[config.mk]
export PLATFORM = sky130hd
export DESIGN_NAME = dpa_top
export DESIGN_NICKNAME = d
export VERILOG_FILES = /design/src/rtl/dpa_pkg.sv /design/src/rtl/mem_arbiter.sv /design/src/rtl/header_loader.sv /design/src/rtl/time_counter.sv /design/src/rtl/photo_scaler.sv /design/src/rtl/clock_overlay.sv /design/src/rtl/dpa_top.sv
export VERILOG_INCLUDE_DIRS = /design/src /design/src/rtl
export SDC_FILE = /design/constraint.sdc
export NUM_CORES = 1
export LEC_CHECK = 0
export BUFFER_PORTS_ARGS = -buffer_cell sky130_fd_sc_hd__buf_2
export CELL_PAD_IN_SITES_DETAIL_PLACEMENT = 0
export CELL_PAD_IN_SITES_GLOBAL_PLACEMENT = 1
export CORE_UTILIZATION = 40
export CTS_CLUSTER_SIZE = 40
export DETAILED_ROUTE_END_ITERATION = 8
export HOLD_SLACK_MARGIN = 0.06
export PLACE_DENSITY_LB_ADDON = 0.1
export SYNTH_ARGS = -nofsm -noshare
export SYNTH_HDL_FRONTEND = slang
export SYNTH_SLANG_ARGS = --single-unit
export TNS_END_PERCENT = 10
[constraint.sdc]
create_clock -name clk -period 4.2 [get_ports clk]
set_clock_uncertainty 0.15 [all_clocks]
set_input_delay 0.42 -clock clk [delete_from_list [all_inputs] [get_ports clk]]
set_output_delay 0.42 -clock clk [all_outputs]
set_load 0.02 [all_outputs]
[src/rtl/dpa_settings.svh]
`ifndef DPA_SETTINGS_SVH
`define DPA_SETTINGS_SVH

// bus widths
`define IM_AW 20
`define PIX_W 24
`define CR_AW 9
`define CR_DW 13

// framebuffer and source geometry
`define FB_DIM 256
`define SRC_BIG 512 // size code for the 2x2 downscale

// glyph rom layout, one word per glyph row
`define GLYPH_W 13
`define GLYPH_H 24
`define COLON_GLYPH 10

// clock window, lower right corner of the frame
`define OVL_X 152
`define OVL_Y 232
`define COLOR_ON 24'hffffff
`define COLOR_OFF 24'h111111

// header word addresses
`define HDR_TIME 0
`define HDR_FB 1
`define HDR_PHOTO 2
`define HDR_SIZE 3

`endif

[src/rtl/dpa_pkg.sv]
`include "dpa_settings.svh"
`default_nettype none

package dpa_pkg;

	typedef logic [`PIX_W-1:0] pixel_t; // r, g, b bytes
	typedef logic [`IM_AW-1:0] im_addr_t;
	typedef logic [`CR_AW-1:0] cr_addr_t;
	typedef logic [3:0] bcd_t;

	// memory peers, highest priority first
	typedef enum logic [1:0] {
		PEER_HDR,
		PEER_OVL,
		PEER_SCL
	} peer_e;

	typedef enum logic {
		MODE_COPY, // every pixel of a 256 source
		MODE_AVG   // 2x2 average of a 512 source
	} scale_mode_e;

	typedef enum logic [1:0] {H_IDLE, H_READ, H_WAIT, H_DONE} hdr_state_e;
	typedef enum logic [2:0] {S_IDLE, S_READ, S_WAIT, S_WRITE, S_DONE} scale_state_e;
	typedef enum logic [2:0] {O_IDLE, O_ADDR, O_WAIT, O_LOAD, O_DRAW} ovl_state_e;

endpackage

`default_nettype wire

[src/rtl/mem_arbiter.sv]
`include "dpa_settings.svh"
`default_nettype none

module mem_arbiter (
	input  logic              clk,
	input  logic              reset,
	input  logic              hdr_req_valid,
	input  dpa_pkg::im_addr_t hdr_req_addr,
	input  logic              hdr_req_write,
	input  dpa_pkg::pixel_t   hdr_req_data,
	output logic              hdr_req_ready,
	output logic              hdr_rsp_valid,
	input  logic              ovl_req_valid,
	input  dpa_pkg::im_addr_t ovl_req_addr,
	input  logic              ovl_req_write,
	input  dpa_pkg::pixel_t   ovl_req_data,
	output logic              ovl_req_ready,
	output logic              ovl_rsp_valid,
	input  logic              scl_req_valid,
	input  dpa_pkg::im_addr_t scl_req_addr,
	input  logic              scl_req_write,
	input  dpa_pkg::pixel_t   scl_req_data,
	output logic              scl_req_ready,
	output logic              scl_rsp_valid,
	output dpa_pkg::im_addr_t im_a,
	output dpa_pkg::pixel_t   im_d,
	output logic              im_wen // low writes
);

	logic              gnt;
	dpa_pkg::peer_e    gnt_peer;
	dpa_pkg::im_addr_t gnt_addr;
	logic              gnt_write;
	dpa_pkg::pixel_t   gnt_data;
	logic              rd1_valid;
	logic              rd2_valid;
	dpa_pkg::peer_e    rd1_peer;
	dpa_pkg::peer_e    rd2_peer;

	// fixed priority pick
	always_comb begin
		gnt = 1'b1;
		gnt_peer = dpa_pkg::PEER_SCL;
		gnt_addr = scl_req_addr;
		gnt_write = scl_req_write;
		gnt_data = scl_req_data;
		if (hdr_req_valid) begin
			gnt_peer = dpa_pkg::PEER_HDR;
			gnt_addr = hdr_req_addr;
			gnt_write = hdr_req_write;
			gnt_data = hdr_req_data;
		end else if (ovl_req_valid) begin
			gnt_peer = dpa_pkg::PEER_OVL;
			gnt_addr = ovl_req_addr;
			gnt_write = ovl_req_write;
			gnt_data = ovl_req_data;
		end else if (!scl_req_valid) begin
			gnt = 1'b0;
		end
	end

	assign hdr_req_ready = gnt && (gnt_peer == dpa_pkg::PEER_HDR);
	assign ovl_req_ready = gnt && (gnt_peer == dpa_pkg::PEER_OVL);
	assign scl_req_ready = gnt && (gnt_peer == dpa_pkg::PEER_SCL);

	always_ff @(posedge clk or posedge reset) begin
		if (reset) begin
			im_wen <= 1'b1;
			rd1_valid <= 1'b0;
			rd2_valid <= 1'b0;
		end else begin
			im_wen <= !(gnt && gnt_write);
			rd1_valid <= gnt && !gnt_write; // memory sees the read
			rd2_valid <= rd1_valid;         // im_q holds the data
		end
	end

	always_ff @(posedge clk) begin
		if (gnt) begin
			im_a <= gnt_addr;
			im_d <= gnt_data;
		end
		rd1_peer <= gnt_peer;
		rd2_peer <= rd1_peer;
	end

	// response goes back to whoever asked two cycles ago
	assign hdr_rsp_valid = rd2_valid && (rd2_peer == dpa_pkg::PEER_HDR);
	assign ovl_rsp_valid = rd2_valid && (rd2_peer == dpa_pkg::PEER_OVL);
	assign scl_rsp_valid = rd2_valid && (rd2_peer == dpa_pkg::PEER_SCL);

endmodule

`default_nettype wire

[src/rtl/header_loader.sv]
`include "dpa_settings.svh"
`default_nettype none

module header_loader (
	input  logic                 clk,
	input  logic                 reset,
	output logic                 req_valid,
	output dpa_pkg::im_addr_t    req_addr,
	output logic                 req_write,
	output dpa_pkg::pixel_t      req_data,
	input  logic                 req_ready,
	input  logic                 rsp_valid,
	input  dpa_pkg::pixel_t      im_q,
	output logic                 cfg_valid,
	output dpa_pkg::pixel_t      time_init, // packed bcd hh mm ss
	output dpa_pkg::im_addr_t    fb_base,
	output dpa_pkg::im_addr_t    photo_addr,
	output dpa_pkg::scale_mode_e scale_mode
);

	dpa_pkg::hdr_state_e state;
	logic [1:0]          req_cnt;
	logic [1:0]          rsp_cnt;

	assign req_valid = (state == dpa_pkg::H_READ);
	assign req_addr = dpa_pkg::im_addr_t'(req_cnt); // header words sit at 0..3
	assign req_write = 1'b0;
	assign req_data = '0;
	assign cfg_valid = (state == dpa_pkg::H_DONE);

	always_ff @(posedge clk or posedge reset) begin
		if (reset) begin
			state <= dpa_pkg::H_IDLE;
			req_cnt <= '0;
			rsp_cnt <= '0;
		end else begin
			if (rsp_valid)
				rsp_cnt <= rsp_cnt + 2'd1;
			case (state)
				dpa_pkg::H_IDLE: state <= dpa_pkg::H_READ;
				dpa_pkg::H_READ: if (req_ready) begin
					req_cnt <= req_cnt + 2'd1;
					if (req_cnt == 2'd3)
						state <= dpa_pkg::H_WAIT;
				end
				dpa_pkg::H_WAIT: if (rsp_valid && rsp_cnt == 2'd3)
					state <= dpa_pkg::H_DONE; // last word lands with cfg_valid
				default: state <= dpa_pkg::H_DONE;
			endcase
		end
	end

	// words arrive in issue order
	always_ff @(posedge clk) begin
		if (rsp_valid) begin
			case (rsp_cnt)
				2'(`HDR_TIME):  time_init <= im_q;
				2'(`HDR_FB):    fb_base <= im_q[`IM_AW-1:0];
				2'(`HDR_PHOTO): photo_addr <= im_q[`IM_AW-1:0];
				default: scale_mode <= (im_q == `PIX_W'(`SRC_BIG)) ?
					dpa_pkg::MODE_AVG : dpa_pkg::MODE_COPY;
			endcase
		end
	end

endmodule

`default_nettype wire

[src/rtl/time_counter.sv]
`include "dpa_settings.svh"
`default_nettype none

module time_counter #(
	parameter int sec_cycles = 100000
) (
	input  logic                  clk,
	input  logic                  reset,
	input  logic                  cfg_valid,
	input  dpa_pkg::pixel_t       time_init,
	output dpa_pkg::bcd_t [1:0]   hour, // [1] tens, [0] ones
	output dpa_pkg::bcd_t [1:0]   min,
	output dpa_pkg::bcd_t [1:0]   sec,
	output logic                  sec_tick
);

	localparam int DW = (sec_cycles > 1) ? $clog2(sec_cycles) : 1;

	logic [DW-1:0] div_cnt;
	logic          cfg_q;
	logic          running;
	logic          wrap;
	logic          s_wrap;
	logic          m_wrap;

	// one decimal digit step, back to zero after top
	function automatic dpa_pkg::bcd_t step(dpa_pkg::bcd_t d, dpa_pkg::bcd_t top);
		return (d == top) ? 4'd0 : d + 4'd1;
	endfunction

	assign wrap = running && (div_cnt == DW'(sec_cycles - 1));
	assign s_wrap = (sec == 8'h59);
	assign m_wrap = (min == 8'h59);

	always_ff @(posedge clk or posedge reset) begin
		if (reset) begin
			div_cnt <= '0;
			cfg_q <= 1'b0;
			running <= 1'b0;
			sec_tick <= 1'b0;
			{hour, min, sec} <= '0;
		end else begin
			cfg_q <= cfg_valid;
			sec_tick <= 1'b0;
			if (cfg_valid && !cfg_q) begin // header just landed
				{hour, min, sec} <= time_init;
				div_cnt <= '0;
				running <= 1'b1;
			end else if (wrap) begin
				div_cnt <= '0;
				sec_tick <= 1'b1;
				sec[0] <= step(sec[0], 4'd9);
				if (sec[0] == 4'd9)
					sec[1] <= step(sec[1], 4'd5);
				if (s_wrap) begin
					min[0] <= step(min[0], 4'd9);
					if (min[0] == 4'd9)
						min[1] <= step(min[1], 4'd5);
				end
				if (s_wrap && m_wrap) begin
					if (hour == 8'h23) begin
						hour <= '0; // midnight
					end else begin
						hour[0] <= step(hour[0], 4'd9);
						if (hour[0] == 4'd9)
							hour[1] <= hour[1] + 4'd1;
					end
				end
			end else if (running) begin
				div_cnt <= div_cnt + DW'(1);
			end
		end
	end

endmodule

`default_nettype wire

[src/rtl/photo_scaler.sv]
`include "dpa_settings.svh"
`default_nettype none

module photo_scaler (
	input  logic                 clk,
	input  logic                 reset,
	input  logic                 cfg_valid,
	input  dpa_pkg::im_addr_t    fb_base,
	input  dpa_pkg::im_addr_t    photo_addr,
	input  dpa_pkg::scale_mode_e scale_mode,
	output logic                 req_valid,
	output dpa_pkg::im_addr_t    req_addr,
	output logic                 req_write,
	output dpa_pkg::pixel_t      req_data,
	input  logic                 req_ready,
	input  logic                 rsp_valid,
	input  dpa_pkg::pixel_t      im_q,
	output logic                 scale_done
);

	localparam int XW = $clog2(`FB_DIM);

	dpa_pkg::scale_state_e state;
	logic [XW-1:0]         x;
	logic [XW-1:0]         y;
	logic [1:0]            rd_idx;  // reads issued for this pixel
	logic [1:0]            rsp_cnt; // reads returned for this pixel
	logic [1:0]            last_idx;
	logic                  avg;
	logic [9:0]            sum_r;
	logic [9:0]            sum_g;
	logic [9:0]            sum_b;
	dpa_pkg::im_addr_t     src_off;

	assign avg = (scale_mode == dpa_pkg::MODE_AVG);
	assign last_idx = avg ? 2'd3 : 2'd0;

	// 2x2 block at (2x, 2y), stride 512; copy uses stride 256
	always_comb begin
		if (avg)
			src_off = dpa_pkg::im_addr_t'({y, rd_idx[1], x, rd_idx[0]});
		else
			src_off = dpa_pkg::im_addr_t'({y, x});
	end

	assign req_valid = (state == dpa_pkg::S_READ) || (state == dpa_pkg::S_WRITE);
	assign req_write = (state == dpa_pkg::S_WRITE);
	assign req_addr = req_write ? fb_base + dpa_pkg::im_addr_t'({y, x}) : photo_addr + src_off;
	assign req_data = avg ? {sum_r[9:2], sum_g[9:2], sum_b[9:2]} :
		{sum_r[7:0], sum_g[7:0], sum_b[7:0]};
	assign scale_done = (state == dpa_pkg::S_DONE);

	always_ff @(posedge clk or posedge reset) begin
		if (reset) begin
			state <= dpa_pkg::S_IDLE;
			x <= '0;
			y <= '0;
			rd_idx <= '0;
			rsp_cnt <= '0;
		end else begin
			if (rsp_valid)
				rsp_cnt <= (rsp_cnt == last_idx) ? 2'd0 : rsp_cnt + 2'd1;
			case (state)
				dpa_pkg::S_IDLE: if (cfg_valid)
					state <= dpa_pkg::S_READ;
				dpa_pkg::S_READ: if (req_ready) begin
					rd_idx <= rd_idx + 2'd1;
					if (rd_idx == last_idx) begin
						rd_idx <= '0;
						state <= dpa_pkg::S_WAIT;
					end
				end
				dpa_pkg::S_WAIT: if (rsp_valid && rsp_cnt == last_idx)
					state <= dpa_pkg::S_WRITE;
				dpa_pkg::S_WRITE: if (req_ready) begin
					x <= x + 1'b1;
					if (&x)
						y <= y + 1'b1;
					state <= (&{x, y}) ? dpa_pkg::S_DONE : dpa_pkg::S_READ;
				end
				default: state <= dpa_pkg::S_DONE; // frame stays written
			endcase
		end
	end

	// per channel sums, cleared once the pixel is written
	always_ff @(posedge clk) begin
		if (state == dpa_pkg::S_IDLE || (state == dpa_pkg::S_WRITE && req_ready)) begin
			sum_r <= '0;
			sum_g <= '0;
			sum_b <= '0;
		end else if (rsp_valid) begin
			sum_r <= sum_r + 10'(im_q[23:16]);
			sum_g <= sum_g + 10'(im_q[15:8]);
			sum_b <= sum_b + 10'(im_q[7:0]);
		end
	end

endmodule

`default_nettype wire

[src/rtl/clock_overlay.sv]
`include "dpa_settings.svh"
`default_nettype none

module clock_overlay (
	input  logic                clk,
	input  logic                reset,
	input  logic                scale_done,
	input  dpa_pkg::im_addr_t   fb_base,
	input  dpa_pkg::bcd_t [1:0] hour,
	input  dpa_pkg::bcd_t [1:0] min,
	input  dpa_pkg::bcd_t [1:0] sec,
	input  logic                sec_tick,
	output dpa_pkg::cr_addr_t   cr_a,
	input  logic [`CR_DW-1:0]   cr_q,
	output logic                req_valid,
	output dpa_pkg::im_addr_t   req_addr,
	output logic                req_write,
	output dpa_pkg::pixel_t     req_data,
	input  logic                req_ready,
	output logic                frame_done
);

	localparam int N_CHARS = 8; // hh:mm:ss

	dpa_pkg::ovl_state_e state;
	dpa_pkg::bcd_t       snap [0:N_CHARS-1]; // glyph index per character
	logic                started;
	logic                pend;  // a tick is waiting for its redraw
	logic                start;
	logic [2:0]          chr;
	logic [4:0]          row;
	logic [3:0]          col;
	logic [7:0]          char_x;
	logic [7:0]          xpos;
	logic [7:0]          ypos;
	logic [`CR_DW-1:0]   row_bits;

	assign start = (state == dpa_pkg::O_IDLE) && (pend || (scale_done && !started));
	assign xpos = char_x + 8'(col);
	assign ypos = 8'(`OVL_Y) + 8'(row);

	assign req_valid = (state == dpa_pkg::O_DRAW);
	assign req_write = 1'b1;
	assign req_addr = fb_base + dpa_pkg::im_addr_t'({ypos, xpos});
	assign req_data = row_bits[`GLYPH_W - 1 - col] ? `COLOR_ON : `COLOR_OFF; // msb is leftmost

	// time is frozen for the whole redraw
	always_ff @(posedge clk) begin
		if (start) begin
			snap[0] <= hour[1];
			snap[1] <= hour[0];
			snap[2] <= 4'(`COLON_GLYPH);
			snap[3] <= min[1];
			snap[4] <= min[0];
			snap[5] <= 4'(`COLON_GLYPH);
			snap[6] <= sec[1];
			snap[7] <= sec[0];
		end
		if (state == dpa_pkg::O_LOAD)
			row_bits <= cr_q;
	end

	always_ff @(posedge clk or posedge reset) begin
		if (reset) begin
			state <= dpa_pkg::O_IDLE;
			started <= 1'b0;
			pend <= 1'b0;
			chr <= '0;
			row <= '0;
			col <= '0;
			char_x <= 8'(`OVL_X);
			cr_a <= '0;
			frame_done <= 1'b0;
		end else begin
			frame_done <= 1'b0;
			if (started && sec_tick)
				pend <= 1'b1;
			else if (start)
				pend <= 1'b0;
			case (state)
				dpa_pkg::O_IDLE: if (start) begin
					started <= 1'b1;
					chr <= '0;
					row <= '0;
					col <= '0;
					char_x <= 8'(`OVL_X);
					state <= dpa_pkg::O_ADDR;
				end
				dpa_pkg::O_ADDR: begin
					cr_a <= dpa_pkg::cr_addr_t'(snap[chr] * `GLYPH_H + row);
					state <= dpa_pkg::O_WAIT;
				end
				dpa_pkg::O_WAIT: state <= dpa_pkg::O_LOAD; // rom sees cr_a
				dpa_pkg::O_LOAD: state <= dpa_pkg::O_DRAW;
				default: if (req_ready) begin
					col <= col + 4'd1;
					if (col == 4'(`GLYPH_W - 1)) begin
						col <= '0;
						row <= row + 5'd1;
						state <= dpa_pkg::O_ADDR;
						if (row == 5'(`GLYPH_H - 1)) begin
							row <= '0;
							chr <= chr + 3'd1;
							char_x <= char_x + 8'(`GLYPH_W);
							if (chr == 3'(N_CHARS - 1)) begin
								state <= dpa_pkg::O_IDLE;
								frame_done <= 1'b1;
							end
						end
					end
				end
			endcase
		end
	end

endmodule

`default_nettype wire

[src/rtl/dpa_top.sv]
`include "dpa_settings.svh"
`default_nettype none

module dpa_top #(
	parameter int sec_cycles = 100000
) (
	input  logic              clk,
	input  logic              reset,
	output dpa_pkg::im_addr_t im_a,
	input  dpa_pkg::pixel_t   im_q,
	output dpa_pkg::pixel_t   im_d,
	output logic              im_wen,
	output dpa_pkg::cr_addr_t cr_a,
	input  logic [`CR_DW-1:0] cr_q,
	output logic              frame_done
);

	logic hdr_req_valid, hdr_req_write, hdr_req_ready, hdr_rsp_valid;
	logic ovl_req_valid, ovl_req_write, ovl_req_ready;
	logic scl_req_valid, scl_req_write, scl_req_ready, scl_rsp_valid;
	dpa_pkg::im_addr_t hdr_req_addr, ovl_req_addr, scl_req_addr;
	dpa_pkg::pixel_t hdr_req_data, ovl_req_data, scl_req_data;

	logic                 cfg_valid;
	dpa_pkg::pixel_t      time_init;
	dpa_pkg::im_addr_t    fb_base;
	dpa_pkg::im_addr_t    photo_addr;
	dpa_pkg::scale_mode_e scale_mode;
	dpa_pkg::bcd_t [1:0]  hour, min, sec;
	logic                 sec_tick;
	logic                 scale_done;

	mem_arbiter u_mem_arbiter (
		.clk, .reset,
		.hdr_req_valid, .hdr_req_addr, .hdr_req_write, .hdr_req_data,
		.hdr_req_ready, .hdr_rsp_valid,
		.ovl_req_valid, .ovl_req_addr, .ovl_req_write, .ovl_req_data,
		.ovl_req_ready, .ovl_rsp_valid(), // overlay only writes
		.scl_req_valid, .scl_req_addr, .scl_req_write, .scl_req_data,
		.scl_req_ready, .scl_rsp_valid,
		.im_a, .im_d, .im_wen
	);

	header_loader u_header_loader (
		.clk, .reset,
		.req_valid(hdr_req_valid), .req_addr(hdr_req_addr), .req_write(hdr_req_write),
		.req_data(hdr_req_data), .req_ready(hdr_req_ready), .rsp_valid(hdr_rsp_valid),
		.im_q, .cfg_valid, .time_init, .fb_base, .photo_addr, .scale_mode
	);

	time_counter #(.sec_cycles(sec_cycles)) u_time_counter (
		.clk, .reset, .cfg_valid, .time_init, .hour, .min, .sec, .sec_tick
	);

	photo_scaler u_photo_scaler (
		.clk, .reset, .cfg_valid, .fb_base, .photo_addr, .scale_mode,
		.req_valid(scl_req_valid), .req_addr(scl_req_addr), .req_write(scl_req_write),
		.req_data(scl_req_data), .req_ready(scl_req_ready), .rsp_valid(scl_rsp_valid),
		.im_q, .scale_done
	);

	clock_overlay u_clock_overlay (
		.clk, .reset, .scale_done, .fb_base, .hour, .min, .sec, .sec_tick, .cr_a, .cr_q,
		.req_valid(ovl_req_valid), .req_addr(ovl_req_addr), .req_write(ovl_req_write),
		.req_data(ovl_req_data), .req_ready(ovl_req_ready), .frame_done
	);

endmodule

`default_nettype wire

---- Yosys cells after proc, flatten, opt, wreduce, memory -nomap -nowiden ----
Memories as Yosys holds them, arrays and structs flattened.
Cells that the tools add are included.
word-level totals
  register bits after elaboration ......... 267
  bits in writable memories ............... 32
  input bits .............................. 39
  memories ................................ 1
cells by class
  $add $sub $neg .......................... 27
  multiply operators ...................... 1
  $lt $le $gt $ge ......................... 1
  equality and inequality tests ........... 42
  muxes and demuxes ....................... 87
  bitwise operators ....................... 2
  reductions and logical operators ........ 66
memory list
  name                  words  width  read ports  clocked after Yosys merged registers in  wr ports  RTL line             source
  u_clock_overlay.snap  8      4      1           0                                        8         clock_overlay.sv:26  dpa_pkg::bcd_t snap [0:N_CHARS-1];
operator list
  cell                                                                     number
  8-bit 2-to-1 mux                                                         13
  24-bit 2-to-1 mux                                                        3
  17-bit 2-to-1 mux                                                        3
  4-bit 2-to-1 mux                                                         11
  3-bit 2-to-1 mux                                                         14
  20-bit by 16-bit adder with 20-bit output                                2
  20-bit 2-to-1 mux                                                        2
  32-bit by 5-bit < comparator with 1-bit output, second input constant    1
  10-bit by 8-bit adder with 10-bit output                                 3
  4-bit by 1-bit adder with 4-bit output, second input constant            7
  24-bit by 10-bit equality test with 1-bit output, second input constant  1
  3-bit case mux with 4 select lines                                       2
  2-bit AND reduction                                                      11
  20-bit adder                                                             1
  5-bit 2-to-1 mux                                                         4
  1-bit 2-to-1 mux                                                         19
  18-bit 2-to-1 mux                                                        1
  2-bit 2-to-1 mux                                                         9
  2-bit nonzero test                                                       9
  17-bit by 1-bit adder with 17-bit output, second input constant          1
  17-bit equality test, second input constant                              1
  8-bit by 1-bit adder with 8-bit output, second input constant            2
  4-bit equality test, second input constant                               4
  8-bit by 7-bit equality test with 1-bit output, second input constant    2
  other kinds (41)                                                         100

---- Longest topological paths before layout ----
Gate-level depths: netlist (run 1).
  depth after elaboration ................. 8
  gate-level depth with buffers ........... 15

---- By module ----
Synthesis (run 1) repeated with hierarchy kept, for this count alone.
second synthesis, totals
  cell total of the unflattened synthesis .. 1782
  area, all modules ....................... 18203.7 µm²
modules (own cells, without submodules)
  module         times used  cells an instance  area each (µm²)  sequential area each (µm²)
  photo_scaler   1           688                5768.0           1176.1
  clock_overlay  1           430                4543.1           1990.7
  header_loader  1           149                2680.1           2102.0
  time_counter   1           299                2662.6           1101.1
  mem_arbiter    1           216                2549.9           1477.7

---- Least setup slack after synthesis (run 1) ----
No wires, ideal clock.
  path type ............................... reg2reg
  start ................................... reg u_clock_overlay.char_x[0]
  end ..................................... reg u_mem_arbiter.im_a[18], data pin
  arrival time ............................ 3.417 ns
  path slack .............................. 0.465 ns
  stages on the path, launching flop included .. 16
  path buffers ............................ 0
  cell sequence ........................... dfrtp_1 -> ha_1 -> fa_1 -> a21o_1 -> a21oi_1 -> nor2_1 -> xor2_1 -> ha_1 -> nand2_1 -> o21ai_0 -> a41oi_1 -> or3_1 -> a211oi_1 -> a2bb2oi_1 -> o21ai_1 -> a221oi_2
on the way
  word-level cells in the longest chain between the ends .. 3
RTL lines
  element                                    RTL line              source
  start, declared                            clock_overlay.sv:33   logic [7:0] char_x;
  start signal, assigned                     clock_overlay.sv:71   char_x <= 8'(`OVL_X);
  start signal, assigned                     clock_overlay.sv:86   char_x <= 8'(`OVL_X);
  start signal, assigned                     clock_overlay.sv:104  char_x <= char_x + 8'(`GLYPH_W);
  8-bit by 4-bit adder with 8-bit output     clock_overlay.sv:39   assign xpos = char_x + 8'(col);
  20-bit by 16-bit adder with 20-bit output  clock_overlay.sv:44   assign req_addr = fb_base + dpa_pkg::im_addr_t'({ypos, xpos});
  20-bit 2-to-1 mux                          mem_arbiter.sv:52     end else if (ovl_req_valid) begin
  end signal, assigned                       mem_arbiter.sv:80     im_a <= gnt_addr;
  end, declared                              mem_arbiter.sv:25     output dpa_pkg::im_addr_t im_a,
Every way passes these cells.
A chain may end at the register's enable or synchronous reset.

---- Final worst setup path (run 1) ----
Same ends and word-level chain as after synthesis.

==> results.sh, run 1 <==
export IMPL_synthTopCellsByArea="edfxtp_1 (27%), dfrtp_1 (16%), ha_1 (7.9%)"
export IMPL_root_buffer="clkbuf_16"
export IMPL_clk_path_buf_depth=3
export IMPL_die_h_um=203
export IMPL_synthesis_area_um2=16200
export IMPL_ys_ff_latch=291
export IMPL_num_vias=12100
export IMPL_placementRows=73
export IMPL_fp_dieW_um=203
export IMPL_remaining_drc_errors=0
export IMPL_syn_num_nets=1723
export IMPL_worstMarginPinSlew_ns=1.12
export IMPL_synth_edf_count=146
export IMPL_start_util_pct=40.7
export IMPL_crit_path_end_kind="flop"
export IMPL_fill_cells=3724
export IMPL_gp_congestion=0.859
export IMPL_synth_warnings=0
export IMPL_use_met2_pct=33.1
export IMPL_insertion_delay_ns=0.55
export IMPL_grt_pass1_wl_um=68800
export IMPL_first_pass_iters=5
export IMPL_status="completed"
export IMPL_grt_util_met3_pct=3.69
export IMPL_synth_simple_area_share_pct=15.1
export IMPL_timing_setup_tns_ns=0
export IMPL_setup_viol=0
export IMPL_hold_viol=0
export IMPL_rsz0062_at_grt="no"
export IMPL_area_growth_pct=15.5
export IMPL_grt_pass1_vias=12000
export IMPL_netlist_top_cells_count="nand2_1 (150), edfxtp_1 (146), nor2_1 (133)"
export IMPL_ir_drop_uv=259
export IMPL_synth_adder_area_share_pct=8.97
export IMPL_core_area_um2=39900
export IMPL_die_area_um2=41400
export IMPL_drive_gt1_share_pct=13.6
export IMPL_p_leak_uw=0.00802
export IMPL_path_buf_inv=0
export IMPL_fin_nets=1849
export IMPL_async_flop_share_pct=38.1
export IMPL_use_met1_pct=30.9
export IMPL_grt_max_degree=68
export IMPL_cp_required_ns=4.32
export IMPL_worstPathCellList="ha_1, fa_1, a21o_1, a21oi_1, xnor2_1, ha_1, o21ai_0, o211ai_1, a41oi_2, or3_4, o21ai_0, a2bb2oi_1, o21ai_1, a221oi_2"
export IMPL_yosysSeqAreaShare_pct=48.4
export IMPL_synthMuxAreaShare_pct=4.65
export IMPL_syn_inst=1573
export IMPL_cts_setup_buffers=0
export IMPL_synth_compound_gate_area_share_pct=14.6
export IMPL_via_per_inst=5.39
export IMPL_synth_top_family_by_area="simple AND/OR/NAND/NOR gates"
export IMPL_final_util_pct=47.0
export IMPL_path_clk_slew_ns=0.06
export IMPL_cpMaxStageDelayCell="fa_1"
export IMPL_wire_per_inst_um=19.5
export IMPL_antenna_found_initial=0
export IMPL_path_class="flop to flop"
export IMPL_worstRegToRegCells=14
export IMPL_drt_wl_total_um=43800
export IMPL_clock_sinks=291
export IMPL_start_kind="flop"
export IMPL_crit_family="compound AO/OA/AOI/OAI gates"
export IMPL_pin_count=94
export IMPL_finalMaxSlewViolations=0
export IMPL_port_buffers=93
export IMPL_synth_top_area_cell="edfxtp_1"
export IMPL_grt_ovfl_total=0
export IMPL_arrival_ns=4.07
export IMPL_yosysTopAreaCellShare_pct=27.0
export IMPL_slew_headroom_pct=25.4
export IMPL_crit_path_max_incr_delay_ns=0.42
export IMPL_synth_xor_xnor_area_share_pct=5.77
export IMPL_n_antenna_cell=0
export IMPL_tritoncts_num_buffers=36
export IMPL_hold_path_class="primary input to flop"
export IMPL_timing_final_crit_share_pct=94.2
export IMPL_htreeDepth=2
export IMPL_grt_use_total_pct=21.8
export IMPL_ys_types=90
export IMPL_min_path_cells=1
export IMPL_synth_flop_cell="edfxtp_1"
export IMPL_yosysMostFrequentCell="nand2_1"
export IMPL_maxCapViolCount=0
export IMPL_cts_tree="done"
export IMPL_cp_num_cells=14
export IMPL_fin_crit_ns=3.96
export IMPL_power_density_nw_per_um2=372
export IMPL_cp_max_fo=5
export IMPL_syn_avg_cell_area_um2=10.3
export IMPL_setup_ws_ns=0.244
export IMPL_fmax_mhz=253
export IMPL_hpwl_um=31300
export IMPL_dpl_worst_slack_ns=0.202
export IMPL_grt_busiest_layer="met2"
export IMPL_drt_iter0_markers=749
export IMPL_final_antenna_net_count=0
-- what timing repair did --
action | 4_1_cts | 5_1_grt
gates resized for setup | 0 | 4
setup endpoints to repair | 0 | 4
hold buffers | 22 | 0
hold endpoints to repair | 90 | 0
-- worst paths after layout --
| kind | startpoint | to | slack [ns] |
|---|---|---|---|
| worst max register to register | u_clock_overlay.char_x[0] | u_mem_arbiter.im_a[18] | 0.24 |
| worst max-delay path | u_clock_overlay.char_x[0] | u_mem_arbiter.im_a[18] | 0.24 |
| min in group asynchronous | reset | u_time_counter.div_cnt[11] | 0.48 |
| worst min-delay path | im_q[11] | u_header_loader.fb_base[11] | 0.09 |
| max in group asynchronous | reset | u_mem_arbiter.im_wen | 2.58 |
| worst min register to register | u_mem_arbiter.rd1_peer[1] | u_mem_arbiter.rd2_peer[1] | 0.18 |
-- through the flow --
stage               std cells  hold WS (ns)  total power (uW)  area (um^2)
detailed placement       2164         0.164              3960        17400
global route             2251        0.0810              7280        18700
CTS                      2251        0.0712              7080        18700
global placement         2164         0.163              3960        17400
floorplan                1573         0.160              3750        16200
finish                   2251        0.0904              6970        18700
-- routing by layer --
layer	vias up	routed length, um
met2	252	19000
met5	-	0
li1	5982	-
met3	72	2080
met4	0	1440
met1	5829	21300
-- sequential cells by signal, summed over array words and instances, names as in the netlist, 4 cells and up --
| name | cells |
|---|---|
| u_header_loader.time_init | 24 |
| u_header_loader.photo_addr | 20 |
| u_photo_scaler.sum_g | 10 |
| u_photo_scaler.sum_r | 10 |
| u_time_counter.sec | 8 |
| u_time_counter.min | 8 |
| u_clock_overlay.row | 5 |
| u_clock_overlay.char_x | 8 |
| u_photo_scaler.y | 8 |
| u_header_loader.fb_base | 20 |
| u_clock_overlay.cr_a | 9 |
| u_mem_arbiter.im_d | 24 |
| u_time_counter.div_cnt | 17 |
| u_photo_scaler.x | 8 |
| u_photo_scaler.sum_b | 10 |
| u_clock_overlay.snap | 24 |
| u_time_counter.hour | 8 |
| u_clock_overlay.row_bits | 13 |
| u_clock_overlay.col | 4 |
| u_mem_arbiter.im_a | 20 |
-- cell families (layout without fill, tap and decap cells) --
family	after synthesis	in the layout
AOI/OAI and AO/OA	383	383
xor gates and xnor gates	107	107
adders and majority gates	111	111
buffers and inverters	109	262
DFF	291	291
muxes	68	68
and+or+nand+nor	504	504
-- layout by cell type (no fill, tap or decap), drive strengths merged, types with 9 or more instances in the layout --
master / instances
nand2b: 22
mux2: 29
edfxtp: 146
dfrtp: 107
and2: 14
o21ai: 118
nor2: 136
buf: 119
a21oi: 118
fa: 9
and3: 19
nand3: 41
xor2: 56
nand4: 13
nor2b: 18
mux2i: 36
a211oi: 24
clkinv: 10
clkbuf: 53
inv: 56
a21o: 26
dfxtp: 34
a31oi: 14
xnor2: 51
ha: 102
nor3: 38
or3: 13
dlygate4sd3: 22
o21a: 10
nand2: 151
-- power by group --
part | internal (uW) | switching [uW]
Clock | 1820 | 1230
Sequential | 3140 | 99.5
Combinational | 293 | 389
-- area by class of cell --
cell class                      instances  area, um^2  share of cell area, %
Multi-Input combinational cell       1173        7990                   42.6
Sequential cell                       291        7850                   41.9
Clock buffer                           53        1030                   5.47
Timing Repair Buffer                  141         893                   4.76
Tap cell                              525         657                   3.50
Inverter                               56         213                   1.13
Clock inverter                         12         124                  0.661
(Power assumes the default switching activity.)
==> run 2, diff against run 1 <==
--- a/config.mk
+++ b/config.mk
@@ -9,7 +9,7 @@
 export BUFFER_PORTS_ARGS = -buffer_cell sky130_fd_sc_hd__buf_2
 export CELL_PAD_IN_SITES_DETAIL_PLACEMENT = 0
 export CELL_PAD_IN_SITES_GLOBAL_PLACEMENT = 1
-export CORE_UTILIZATION = 40
+export CORE_UTILIZATION = 49
 export CTS_CLUSTER_SIZE = 40
 export DETAILED_ROUTE_END_ITERATION = 8
 export HOLD_SLACK_MARGIN = 0.06
==> constraint.sdc (replaced) <==
create_clock -name clk -period 3.8 [get_ports clk]
set_clock_uncertainty 0.15 [all_clocks]
set_input_delay 0.38 -clock clk [delete_from_list [all_inputs] [get_ports clk]]
set_output_delay 0.38 -clock clk [all_outputs]
set_load 0.02 [all_outputs]
==> run 2 against run 1 <==
Against the previous run: register-to-register slack got worse by 0.16 ns; maximum frequency increased by 6.6%; largest cell class unchanged; critical path type unchanged; design area rose by 1.4%.
==> results.sh, run 2 (same netlist as run 1, synthesis figures left out) <==
export IMPL_path_buf_inv=1
export IMPL_start_util_pct=49.9
export IMPL_crit_family="compound AO/OA/AOI/OAI gates"
export IMPL_crit_path_end_kind="flop"
export IMPL_fmax_mhz=269
export IMPL_p_leak_uw=0.00821
export IMPL_final_antenna_net_count=0
export IMPL_fin_nets=1887
export IMPL_r2r_start="u_clock_overlay.char_x[0]"
export IMPL_rsz0062_at_grt="yes"
export IMPL_placementRows=66
export IMPL_pin_count=94
export IMPL_rr_endpoint="u_mem_arbiter.im_a[17]"
export IMPL_htreeDepth=2
export IMPL_antenna_found_initial=0
export IMPL_mostFrequentLayoutCell="nand2_1"
export IMPL_cp_num_cells=16
export IMPL_slew_headroom_pct=24.4
export IMPL_timing_reg2reg_setup_slack_ns=0.09
export IMPL_remaining_drc_errors=0
export IMPL_cts_tree="done"
export IMPL_crit_path_max_incr_delay_ns=0.48
export IMPL_grt_pass1_wl_um=67000
export IMPL_wire_per_inst_um=19.3
export IMPL_path_class="flop to flop"
export IMPL_crit_end="u_mem_arbiter.im_a[17]"
export IMPL_stdcell_area_um2=19000
export IMPL_grt_ovfl_total=0
export IMPL_setup_viol=0
export IMPL_arrival_ns=3.92
export IMPL_insertion_delay_ns=0.52
export IMPL_clk_path_buf_depth=3
export IMPL_fin_crit_ns=3.71
export IMPL_grt_max_degree=64
export IMPL_crit_top_cell="a21o_1"
export IMPL_hold_viol=0
export IMPL_worstPathCellList="ha_2, fa_2, a21o_1, a21oi_2, nor2_1, xor2_1, ha_1, nand2_2, nor4_2, a21o_1, a211oi_2, buf_4, or4_4, a41oi_2, o21ai_1, a21oi_1"
export IMPL_port_buffers=93
export IMPL_area_growth_pct=17.1
export IMPL_status="completed"
export IMPL_fill_cells=2945
export IMPL_die_area_um2=33900
export IMPL_cp_required_ns=4.01
export IMPL_clock_sinks=291
export IMPL_hpwl_um=30200
export IMPL_drive_gt1_share_pct=15.8
export IMPL_n_antenna_cell=0
export IMPL_timing_final_crit_share_pct=97.7
export IMPL_drt_wl_total_um=42600
export IMPL_cp_startpoint="u_clock_overlay.char_x[0]"
export IMPL_cpMaxStageDelayCell="or4_4"
export IMPL_worstRegToRegCells=16
export IMPL_ir_drop_uv=356
export IMPL_cp_max_fo=5
export IMPL_finalMaxSlewViolations=0
export IMPL_path_clk_slew_ns=0.06
export IMPL_place_area_um2=17400
export IMPL_grt_use_total_pct=25.7
export IMPL_die_h_um=184
export IMPL_drt_iter0_markers=844
export IMPL_worstMarginPinSlew_ns=1.13
export IMPL_num_vias=12400
export IMPL_power_density_nw_per_um2=399
export IMPL_root_buffer="clkbuf_16"
export IMPL_core_area_um2=32500
export IMPL_grt_pass1_vias=12100
export IMPL_timing_setup_tns_ns=0
export IMPL_final_cell_mix="nand2_1 (148), edfxtp_1 (146), nor2_1 (132)"
export IMPL_start_kind="flop"
export IMPL_via_per_inst=5.63
export IMPL_fp_dieW_um=184
export IMPL_first_pass_iters=5
export IMPL_reg_top3="u_clock_overlay.snap (24), u_header_loader.time_init (24), u_mem_arbiter.im_d (24)"
export IMPL_tritoncts_num_buffers=34
export IMPL_maxCapViolCount=0
export IMPL_hold_path_class="primary input to flop"
export IMPL_gp_congestion=0.865
## run 2: changes by cell type in the layout (fill, tap and decap cells not counted), moves of 2 or more
cell	previous run	this run
a211oi_2	0	2
clkbuf_1	12	5
clkbuf_16	37	35
clkinv_1	2	5
dlygate4sd3_1	22	32
a211oi_1	24	22
buf_4	25	54
## run 2: metal layers
| layer | up-vias | global-route usage (%) | wire length, um |
|---|---|---|---|
| li1 | 6061 | - | - |
| met1 | 5982 | 35.5 | 19600 |
| met2 | 286 | 42.1 | 19700 |
| met3 | 74 | 3.31 | 2100 |
| met4 | 0 | 7.83 | 1210 |
| met5 | - | 0 | 0 |
## run 2: stage by stage
step                total power [uW]  util [%]  worst slack (ns)  std cells  hold slack (ns)
floorplan                       4140         -            0.0654       1573            0.160
global placement                4360      53.6           -0.0257       2103            0.162
detailed placement              4370      53.6           -0.0685       2103            0.166
CTS                             7680      58.0            0.0179       2197           0.0609
global route                    7890      58.4           -0.0920       2204           0.0630
finish                          7590      58.4            0.0888       2204           0.0826
## run 2: how the worst min path moves through the flow
| stage | to | start | slack, ns | cells after the start |
|---|---|---|---|---|
| after floorplan | u_mem_arbiter.rd2_peer[0] | u_mem_arbiter.rd1_peer[0] | 0.16 | 0 |
| after global routing | u_header_loader.time_init[17] | im_q[17] | 0.06 | 1 |
| after global placement | u_mem_arbiter.rd2_peer[1] | u_mem_arbiter.rd1_peer[1] | 0.16 | 0 |
| final | u_header_loader.time_init[8] | im_q[8] | 0.08 | 1 |
| after detailed placement | u_mem_arbiter.rd2_peer[0] | u_mem_arbiter.rd1_peer[0] | 0.17 | 0 |
| after CTS | u_header_loader.time_init[8] | im_q[8] | 0.06 | 1 |
## run 2: final cells by class
cell class / count / area [um^2] / share of cell area, %
timing repair buffer: 181 / 1230 / 6.48
tap: 442 / 553 / 2.91
clock inverter: 18 / 170 / 0.895
sequential: 291 / 7850 / 41.3
clock buffer: 43 / 936 / 4.92
inverter: 56 / 213 / 1.12
multi-input combinational: 1173 / 8060 / 42.4
## run 2: power by group
group | switching [uW] | internal [uW] | total, uW
Clock | 1300 | 1950 | 3250
Sequential | 110 | 3470 | 3580
Combinational | 433 | 331 | 764
## run 2: worst reg2reg max path: cells and delay by family (launching register included)
kind,cells,cell delay (ns)
compound gates,7,0.99
simple gates,4,0.88
fa+ha+maj,3,0.87
flops,1,0.38
buf+inv,1,0.16
xor+xnor,1,0.15
## run 2: timing repair
| action | in CTS | in global routing |
|---|---|---|
| endpoints found under the setup margin | 3 | 7 |
| hold buffers | 31 | 1 |
| hold endpoints to repair | 111 | 3 |
| pin swaps | 1 | 15 |
| gates cloned | 0 | 0 |
| buffers inserted | 2 | 6 |
| gates resized for setup | 3 | 16 |
==> run 3, diff against run 2 <==
--- a/config.mk
+++ b/config.mk
@@ -9,6 +9,7 @@
 export BUFFER_PORTS_ARGS = -buffer_cell sky130_fd_sc_hd__buf_2
 export CELL_PAD_IN_SITES_DETAIL_PLACEMENT = 0
 export CELL_PAD_IN_SITES_GLOBAL_PLACEMENT = 1
+export CORE_MARGIN = 2
 export CORE_UTILIZATION = 49
 export CTS_CLUSTER_SIZE = 40
 export DETAILED_ROUTE_END_ITERATION = 8
==> run 3 against run 2 <==
Against the previous run: first-iteration DRC count is 3.1% higher; clock-buffer cell count is 7 higher; maximum frequency is 0.68% lower; routed wire length is 1.3% lower; critical endpoint is now u_mem_arbiter.im_a[18]; critical path depth stayed put; global-route usage is 1.0 points lower; largest power group unchanged; worst setup slack worse by 0.025 ns; worst hold slack worse by 0.0019 ns; sequential cell count stayed put; highest routed layer unchanged.
==> results.sh, run 3 (same netlist as run 1, synthesis figures left out) <==
export IMPL_setup_viol=0
export IMPL_first_pass_iters=5
export IMPL_hpwl_um=30200
export IMPL_worstRegToRegCells=16
export IMPL_status="completed"
export IMPL_fmax_mhz=268
export IMPL_fin_nets=1881
export IMPL_fp_dieW_um=186
export IMPL_grt_max_degree=84
export IMPL_maxCapViolCount=0
export IMPL_cts_tree="done"
export IMPL_rsz0062_at_grt="yes"
export IMPL_fill_cells=2855
export IMPL_ir_drop_uv=336
export IMPL_core_area_um2=32600
export IMPL_slew_headroom_pct=29.2
export IMPL_start_kind="flop"
export IMPL_grt_use_total_pct=24.7
export IMPL_combinationalPowerShare_pct=10.0
export IMPL_grt_ovfl_total=0
export IMPL_die_h_um=186
export IMPL_arrival_ns=3.93
export IMPL_wire_per_inst_um=19.1
export IMPL_grt_pass1_vias=11800
export IMPL_start_util_pct=49.8
export IMPL_reg_top3="u_clock_overlay.snap (24), u_header_loader.time_init (24), u_mem_arbiter.im_d (24)"
export IMPL_clock_sinks=291
export IMPL_port_buffers=93
export IMPL_final_util_pct=58.3
export IMPL_min_to="u_header_loader.time_init[16]"
export IMPL_hold_viol=0
export IMPL_root_buffer="clkbuf_16"
export IMPL_p_leak_uw=0.00818
export IMPL_crit_path_max_incr_delay_ns=0.46
export IMPL_p_seq_share_pct=47.2
export IMPL_path_buf_inv=1
export IMPL_seqCellArea_um2=7850
export IMPL_via_per_inst=5.56
export IMPL_clkPwrFrac_pct=42.9
export IMPL_multi_input_area_um2=8130
export IMPL_grt_pass1_wl_um=65900
export IMPL_holdCritStartpoint="im_q[16]"
export IMPL_num_vias=12200
export IMPL_gp_congestion=0.883
export IMPL_swShare_pct=24.1
export IMPL_tritoncts_num_buffers=34
export IMPL_p_int_uw=5760
export IMPL_timing_final_crit_share_pct=98.3
export IMPL_final_antenna_net_count=0
export IMPL_area_growth_pct=17.2
export IMPL_remaining_drc_errors=0
export IMPL_fin_crit_ns=3.74
export IMPL_crit_family="compound AO/OA/AOI/OAI gates"
export IMPL_clk_path_buf_depth=3
export IMPL_drt_iter0_markers=870
export IMPL_pin_count=94
export IMPL_r2r_start="u_clock_overlay.col[1]"
export IMPL_placementRows=66
export IMPL_timing_setup_tns_ns=0
export IMPL_setup_ws_ns=0.0635
export IMPL_n_antenna_cell=0
export IMPL_power_density_nw_per_um2=399
export IMPL_path_clk_slew_ns=0.06
export IMPL_final_cell_mix="nand2_1 (147), edfxtp_1 (146), nor2_1 (131)"
export IMPL_insertion_delay_ns=0.51
export IMPL_worstMarginPinSlew_ns=1.06
export IMPL_drive_gt1_share_pct=16.1
export IMPL_die_area_um2=34600
export IMPL_crit_path_end_kind="flop"
export IMPL_cp_required_ns=3.99
export IMPL_worstPathCellList="ha_1, a21o_1, a21oi_2, nor2b_2, o2111ai_2, xnor2_2, buf_4, ha_4, a21oi_4, o211ai_1, a41oi_2, or3_4, a211oi_2, a2bb2oi_1, o21ai_1, a221oi_2"
export IMPL_finalMaxSlewViolations=0
export IMPL_cp_max_fo=3
export IMPL_hold_path_class="primary input to flop"
export IMPL_dpl_worst_slack_ns=-0.177
export IMPL_rr_endpoint="u_mem_arbiter.im_a[18]"
export IMPL_power_switching_uw=1830
export IMPL_timing_reg2reg_setup_slack_ns=0.06
export IMPL_antenna_found_initial=0
export IMPL_path_class="flop to flop"
export IMPL_min_path_cells=1
export IMPL_drt_wl_total_um=42000
export IMPL_htreeDepth=2
export IMPL_mostFrequentLayoutCell="nand2_1"
export IMPL_cpMaxStageDelayCell="or3_4"
[run 3: repair_timing]
item	in CTS	in global routing
setup endpoints to repair	6	8
endpoints found under the hold margin	112	4
pin swaps	0	24
resized for setup	8	25
buffers inserted	0	6
hold buffers	25	3
[run 3: worst max path at each step]
stage          depth (start not counted)                     end                       from
4_1_cts                               16  u_mem_arbiter.im_a[17]  u_clock_overlay.char_x[1]
2_1_floorplan                         15  u_mem_arbiter.im_a[18]  u_clock_overlay.char_x[0]
3_3_place_gp                          15  u_mem_arbiter.im_a[19]  u_clock_overlay.char_x[1]
6_report                              16  u_mem_arbiter.im_a[18]     u_clock_overlay.col[1]
5_1_grt                               16  u_mem_arbiter.im_a[17]     u_clock_overlay.col[1]
3_5_place_dp                          14  u_mem_arbiter.im_a[19]  u_clock_overlay.char_x[0]
[run 3: stage by stage]
| stage | area [um^2] | cells | power, uW | hold slack [ns] |
|---|---|---|---|---|
| after global placement | 17400 | 2103 | 4360 | 0.162 |
| after floorplan | 16200 | 1573 | 4140 | 0.160 |
| final | 19000 | 2199 | 7590 | 0.0807 |
| after global routing | 19000 | 2199 | 7910 | 0.0607 |
| after detailed placement | 17400 | 2103 | 4370 | 0.164 |
| after CTS | 18800 | 2190 | 7670 | 0.0604 |
[run 3: metal layers]
layer	vias to the layer above	part of all wire, %	track usage [%]
met5	-	0	0
met4	0	2.1	6.27
met3	62	3.8	2.78
met2	250	47	40.6
met1	5878	47	34.9
li1	6043	-	-
[run 3: final cells by class]
| type | count | area share (%) |
|---|---|---|
| multi-input cells | 1173 | 42.7 |
| inverters | 56 | 1.12 |
| well taps | 442 | 2.91 |
| clock inverters | 12 | 0.697 |
| flip-flops and latches | 291 | 41.2 |
| clock buffers | 50 | 5.22 |
| repair buffers | 175 | 6.11 |
[run 3: power groups by stage]
stage                     Clock, uW  Sequential (uW)  Combinational, uW
after floorplan                   0             3690                449
after global placement            0             3640                725
after detailed placement          0             3640                737
after CTS                      3330             3580                763
after global routing           3460             3590                855
final                          3250             3580                757
